$ cat src/include/tmds_macros.svh
// Raster geometry, sync positions and symbol width for the TMDS test pattern
`ifndef TMDS_MACROS_SVH
`define TMDS_MACROS_SVH

// Raster size, kept tiny for simulation
`define TMDS_H_ACTIVE 8
`define TMDS_H_TOTAL 12
`define TMDS_V_ACTIVE 4
`define TMDS_V_TOTAL 6

// Sync positions inside the blanking interval
`define TMDS_HSYNC_START 9
`define TMDS_HSYNC_END 11
`define TMDS_VSYNC_LINE 5

// Symbol width and the fixed clock-lane pattern
`define TMDS_SYM_BITS 10
`define TMDS_CLK_SYMBOL 10'b11111_00000

`endif

$ cat src/hw/tmds_pkg.sv
// Shared types for the TMDS test pattern: pixel word, lane inputs, symbols
`include "tmds_macros.svh"

package tmds_pkg;

	// Three data lanes, the clock lane is extra
	localparam int NUM_LANES = 3;

	typedef struct packed {
		logic [7:0] red;
		logic [7:0] green;
		logic [7:0] blue;
	} rgb_t;

	// Sync flags sit in the low bits, rest unused
	typedef struct packed {
		logic [21:0] reserved;
		logic vsync;
		logic hsync;
	} sync_t;

	// Same 24 bits, read as colour or as sync by de
	typedef union packed {
		rgb_t rgb;
		sync_t sync;
	} pixel_word_u;

	typedef struct packed {
		logic de;
		pixel_word_u word;
	} pixel_t;

	// What one encoder needs per pixel
	typedef struct packed {
		logic de;
		logic [1:0] ctrl;
		logic [7:0] data;
	} lane_in_t;

	typedef logic [`TMDS_SYM_BITS-1:0] symbol_t;

	typedef enum logic [1:0] {
		PAT_RAMP,
		PAT_CHECKER,
		PAT_SOLID
	} pattern_e;

endpackage

$ cat src/hw/tmds_pattern_gen.sv
// Raster timing generator with pixel strobe, pattern selection and lane split
`include "tmds_macros.svh"

module tmds_pattern_gen (
	input logic clk,
	input logic rst,
	input logic enable,
	input tmds_pkg::pattern_e mode,
	input tmds_pkg::rgb_t solid_color,
	output tmds_pkg::lane_in_t [tmds_pkg::NUM_LANES-1:0] lanes,
	output logic pix_stb
);

	localparam int XW = $clog2(`TMDS_H_TOTAL);
	localparam int YW = $clog2(`TMDS_V_TOTAL);
	localparam int PHASE_LAST = `TMDS_SYM_BITS - 1;

	logic [3:0] phase;
	logic [XW-1:0] x;
	logic [YW-1:0] y;
	tmds_pkg::pixel_t pix;

	// One pixel per symbol time
	assign pix_stb = enable && (phase == 4'(PHASE_LAST));

	always_ff @(posedge clk) begin
		if (rst || !enable) begin
			phase <= '0;
			x <= '0;
			y <= '0;
		end else begin
			phase <= pix_stb ? 4'd0 : phase + 4'd1;
			if (pix_stb) begin
				if (x == XW'(`TMDS_H_TOTAL - 1)) begin
					x <= '0;
					y <= (y == YW'(`TMDS_V_TOTAL - 1)) ? '0 : y + YW'(1);
				end else begin
					x <= x + XW'(1);
				end
			end
		end
	end

	// Pixel at the current raster position
	always_comb begin
		pix = '0;
		pix.de = (x < XW'(`TMDS_H_ACTIVE)) && (y < YW'(`TMDS_V_ACTIVE));
		if (pix.de) begin
			case (mode)
				tmds_pkg::PAT_RAMP: begin
					pix.word.rgb.red = {x[2:0], 5'b0};
					pix.word.rgb.green = {y[1:0], 6'b0};
					pix.word.rgb.blue = {x[2:0], 5'b0} ^ {y[1:0], 6'b0};
				end
				tmds_pkg::PAT_CHECKER: pix.word.rgb = {24{x[0] ^ y[0]}};
				tmds_pkg::PAT_SOLID: pix.word.rgb = solid_color;
				default: pix.word.rgb = '0;
			endcase
		end else begin
			pix.word.sync.hsync = (x >= XW'(`TMDS_HSYNC_START)) &&
				(x < XW'(`TMDS_HSYNC_END));
			pix.word.sync.vsync = (y == YW'(`TMDS_VSYNC_LINE));
		end
	end

	// Lane 0 blue, 1 green, 2 red; only lane 0 carries sync
	always_comb begin
		lanes = '0;
		if (pix.de) begin
			lanes[0].de = 1'b1;
			lanes[0].data = pix.word.rgb.blue;
			lanes[1].de = 1'b1;
			lanes[1].data = pix.word.rgb.green;
			lanes[2].de = 1'b1;
			lanes[2].data = pix.word.rgb.red;
		end else begin
			lanes[0].ctrl = {pix.word.sync.vsync, pix.word.sync.hsync};
		end
	end

	a_x_in_range: assert property (@(posedge clk) disable iff (rst)
		x < XW'(`TMDS_H_TOTAL))
		else $error("pattern gen column counter out of range");

endmodule

$ cat config.mk
export PLATFORM = sky130hd
export DESIGN_NAME = tmds_pattern_gen
export DESIGN_NICKNAME = d
export VERILOG_FILES = /design/src/hw/tmds_pkg.sv /design/src/hw/tmds_pattern_gen.sv
export VERILOG_INCLUDE_DIRS = /design/src /design/src/include
export SDC_FILE = /design/constraint.sdc
export NUM_CORES = 1
export LEC_CHECK = 0
export ABC_AREA = 1
export BUFFER_PORTS_ARGS = -buffer_cell sky130_fd_sc_hd__buf_2
export CORE_MARGIN = 8
export CORE_UTILIZATION = 39
export CTS_CLUSTER_DIAMETER = 200
export DETAILED_ROUTE_END_ITERATION = 12
export GPL_ROUTABILITY_DRIVEN = 0
export PLACE_DENSITY = 0.81
export SKIP_CTS_REPAIR_TIMING = 1
export SLEW_MARGIN = 25
export SYNTH_ARGS = -nofsm -noshare
export SYNTH_HDL_FRONTEND = slang
export SYNTH_SLANG_ARGS = --single-unit
$ cat constraint.sdc
create_clock -name clk -period 2.5 [get_ports clk]
set_input_delay 0.375 -clock clk [delete_from_list [all_inputs] [get_ports clk]]
set_output_delay 0.375 -clock clk [all_outputs]
set_load 0.02 [all_outputs]
Yosys cells after proc, flatten, opt, wreduce, memory -nomap -nowiden
Cells that the tools add are included.
{ "word_totals": {"reg_bits": 11, "in_bits": 29, "out_inout_bits": 34} }
{ "classes": {"addsub": 3, "magnitude_cmp": 4, "eq_ne": 5, "n_mux": 9, "bitwise": 2, "reduce_logical": 8} }
{ "ops": {"columns": ["cell", "n"], "rows": [
  ["one-hot mux 24 bit (3 select lines)", 1],
  ["2-to-1 mux 9 bit", 2],
  ["adder 4 x 1 -> 4 bit, second input constant", 2],
  ["equality test 4 bit, second input constant", 2],
  ["less-than comparator 4 bit, second input constant", 2],
  ["2-to-1 mux 8 bit", 1],
  ["XOR 8 bit", 1],
  [">= comparator 4 bit, second input constant", 1],
  ["2-to-1 mux 2 bit", 2],
  ["2-to-1 mux 4 bit", 1],
  ["adder 3 x 1 -> 3 bit, second input constant", 1],
  ["equality test 3 bit, second input constant", 1],
  ["logical AND 1 bit", 3],
  ["less-than comparator 3 bit, second input constant", 1],
  ["2-to-1 mux 3 bit", 1],
  ["equality test 2 x 1 -> 1 bit, second input constant", 1],
  ["equality test 2 bit, second input constant", 1],
  ["zero test 2 bit", 1],
  ["AND reduction 2 bit", 1],
  ["OR reduction 2 bit", 1],
  ["zero test 1 bit", 1],
  ["logical OR 1 bit", 1],
  ["2-to-1 mux 1 bit", 1],
  ["XOR 1 bit", 1]
]} }

Depth between registers and ports, before layout
{ "depth": {"word_depth": 4, "mapped_depth": 8, "depth_no_buf": 8} }

Worst setup path before layout
Ideal clock, no wire load.
{ "synth_path": {"path_kind": "register to output", "startpoint": "register x[0]", "endpoint": "output port lanes[8] (netlist name)", "arrival_time_ns": 1.234, "required_time_ns": 2.125, "slack_ns": 0.891, "stages_incl_launch_ff": 4, "path_buffers": 0, "path_cell_list": "dfxtp_1 inv_2 ha_1 a211oi_1"} }
{ "synth_rtl": {"columns": ["element", "line", "text"], "rows": [
  ["start, declared", "tmds_pattern_gen.sv:19", "logic [XW-1:0] x;"],
  ["start signal, assigned", "tmds_pattern_gen.sv:38", "x <= x + XW'(1);"],
  ["end, declared", "tmds_pattern_gen.sv:10", "output tmds_pkg::lane_in_t [tmds_pkg::NUM_LANES-1:0] lanes,"]
]} }

==> results.md <==
- Filler Cells Inserted: 280
- Finished Layout Cells: 253
- F_max: 485.2 MHz
- WHS Path Cells: 4
- DRT Pass-1 Iters: 4
- Hold endpoint: y[0]$_SDFFE_PP0P_
- Antenna diodes: 0
- R2r endpoint: y[2]$_SDFFE_PP0P_
- Top FF cell, synth: dfxtp_1
- CTS max path bufs: 2
- Synth cell types: 24
- Mapped cell area: 0.001059 mm2
- Cell Pwr Density: 305.7 mW/mm2
- Max Slew Vio Count: 0
- DRC: 0
- CTS tree: yes
- First-pass GRT wire length: 4347 um
- Clk sink count: 11
- Top-count cell post-synth: nand2_1
- Final Instance Area: 0.001318 mm2
- Nets@finish: 257
- Syn Area/Cell: 6.227 um2
- Setup Crit Path Kind: register to output port
- Dpl hpwl: 2289 um
- Post-synthesis cell count: 170
- Leakage power: 0.0006749 uW
- Final clock skew: 0.002600 ns
- Tot GR Track Use: 0.1172
- Worst EP arrival: 1.69 ns
- PortBufs: 58
- I/O pin count: 63
- Top cells by area, synth: nand2_1, dfxtp_1, a21oi_1
- Final setup fails: 0
- Die area: 0.004637 mm2
- Via-to-Cell Ratio: 4.696
- Placed insts: 249
- Initial DRC count: 78
- Die height: 68.10 um
- Critical R2R Launch: phase[0]$_SDFF_PP0_
- Worst r2r path cells: 7
- Sequential share of the synthesized area: 0.2080
- Wire per inst: 11.20 um
- Outcome: finished clean
- Fraction of registers with async set or reset after synthesis: 0
- Fin crit share: 0.8244
- Initial antenna violation count: 0
- Most common library cells after synthesis: nand2_1, a21oi_1, inv_1
- Max-cap violations: 0
- RSZ-0062 raised after global routing: no
- Warnings from Yosys: 0
- Synth area leader: nand2_1
- Initial core utilization: 0.3976
- ANT nets after route: 0
- Routed vias: 1188
- Final setup margin: 0.4389 ns
- Worst Path Max Fanout: 24
- Share of cells above drive strength 1: 0.3423
- Vias in the first global route: 1071
- Sequential cell area: 220.2 um2
- Min-delay src: rst
- Area post-placement: 0.001291 mm2
- Final setup TNS: 0 ns
- Largest net degree at the start of global routing: 25
- Synth Register Bits: 11
- Grt total ovfl: 0
- Number of CTS-inserted buffers: 3
- Pre-CTS setup slack: 0.7027 ns
- Worst Max-Slew Pin Slew: 0.6837 ns
- Worst Hold Class: primary input to register
- Reg2Reg Setup Slack: 1.20 ns
- Post-synth EDFFs: 0
- Final Hold Viols: 0
- H-tree Lvls: 1
- Placement Rows: 19
- Core ar.: 0.002663 mm2
- Minimum clock period: 2.061 ns
- Crit end category: output port
- Clock Pin Slew Worst Setup and Hold Paths: 0.07 ns
- Max IR drop VDD: 0.2123 mV
- Worst Path Required: 2.12 ns
- Startpoint Class: register
- Share of the synthesized area in the top cell type: 0.2092
- Root Driver: clkbuf_4
- Final WL: 2833 um
- Layout area overhead: 24.47%
- Slew margin rel.: 0.5437
- Area occupied by multi-input gates: 674.4 um2
- Die W: 68.10 um
- Clk Latency, worst-skew pair: 0.28 ns
## cells in the final DEF (no fill, tap or decap), types with 2 or more instances in the layout
master	count
ha_1	5
clkbuf_4	3
inv_1	15
nor2_2	2
nor2_1	12
dfxtp_1	11
nand2_1	59
a21oi_2	4
nand3_1	12
a21oi_1	17
buf_2	58
inv_2	3
a31oi_1	5
conb_1	4
nor2_4	3
## layout make-up
| class | count | share of cell area |
|---|---|---|
| Clock buffer | 4 | 0.01994 |
| Inverter | 18 | 0.05128 |
| Multi-Input combinational cell | 131 | 0.5119 |
| Sequential cell | 11 | 0.1671 |
| Tap cell | 31 | 0.02944 |
| Timing Repair Buffer | 58 | 0.2203 |
## how the worst max path moves through the flow
stage	cells after the start	startpoint	endpoint	slack [ns]
global placement	5	mode[0]	lanes[28]	0.72
detailed placement	5	mode[0]	lanes[28]	0.70
finish	5	y[0]$_SDFFE_PP0P_	lanes[29]	0.44
global route	5	y[0]$_SDFFE_PP0P_	lanes[29]	0.22
floorplan	3	x[0]$_SDFFE_PP0P_	lanes[8]	0.89
CTS	5	y[0]$_SDFFE_PP0P_	lanes[29]	0.42
## routing by layer
metal	vias to the layer above	share of wire	track usage
met2	45	0.46	0.1946
met1	505	0.41	0.1320
met4	0	0.016	0.06650
met3	4	0.12	0.03273
li1	634	-	-
met5	-	0	0
## critical path: stages, from the launching register on
cell and delay, ns:
dfxtp_1 0.50, inv_2 0.07, nand2_2 0.09, nand4_4 0.30, a31oi_1 0.25, buf_2 0.20
## stage by stage
stage	total power [uW]	util	hold WS, ns
final	402.8	0.4948	0.3964
after global routing	430.8	0.4948	0.3858
after CTS	409.9	0.4948	0.3876
after detailed placement	283.4	0.4850	0.4736
after global placement	282.2	0.4850	0.4653
after floorplan	247.8	-	0.4445
## sequential cells by signal (all words and copies together), names as in the netlist
register	cells
x	4
phase	4
y	3
## cells by family (layout without fill, tap and decap cells)
group	Yosys count	after routing	synth area share
AND/OR/NAND/NOR	92	92	0.3889
buffers and inverters	31	80	0.1655
AO/OA/AOI/OAI	29	29	0.1667
flip-flops	11	11	0.2080
adder cells (fa/ha/maj)	5	5	0.05910
other	1	4	0.003543
XOR/XNOR	1	1	0.008276
## power by group
| part | leakage [uW] | switching [uW] | internal, uW | total (uW) |
|---|---|---|---|---|
| Clock | 0.0000150 | 62.3 | 62.0 | 124 |
| Sequential | 0.0000889 | 1.92 | 177 | 179 |
| Combinational | 0.000571 | 60.6 | 39.4 | 99.9 |
Note: power is estimated with default switching activity, not from simulation.
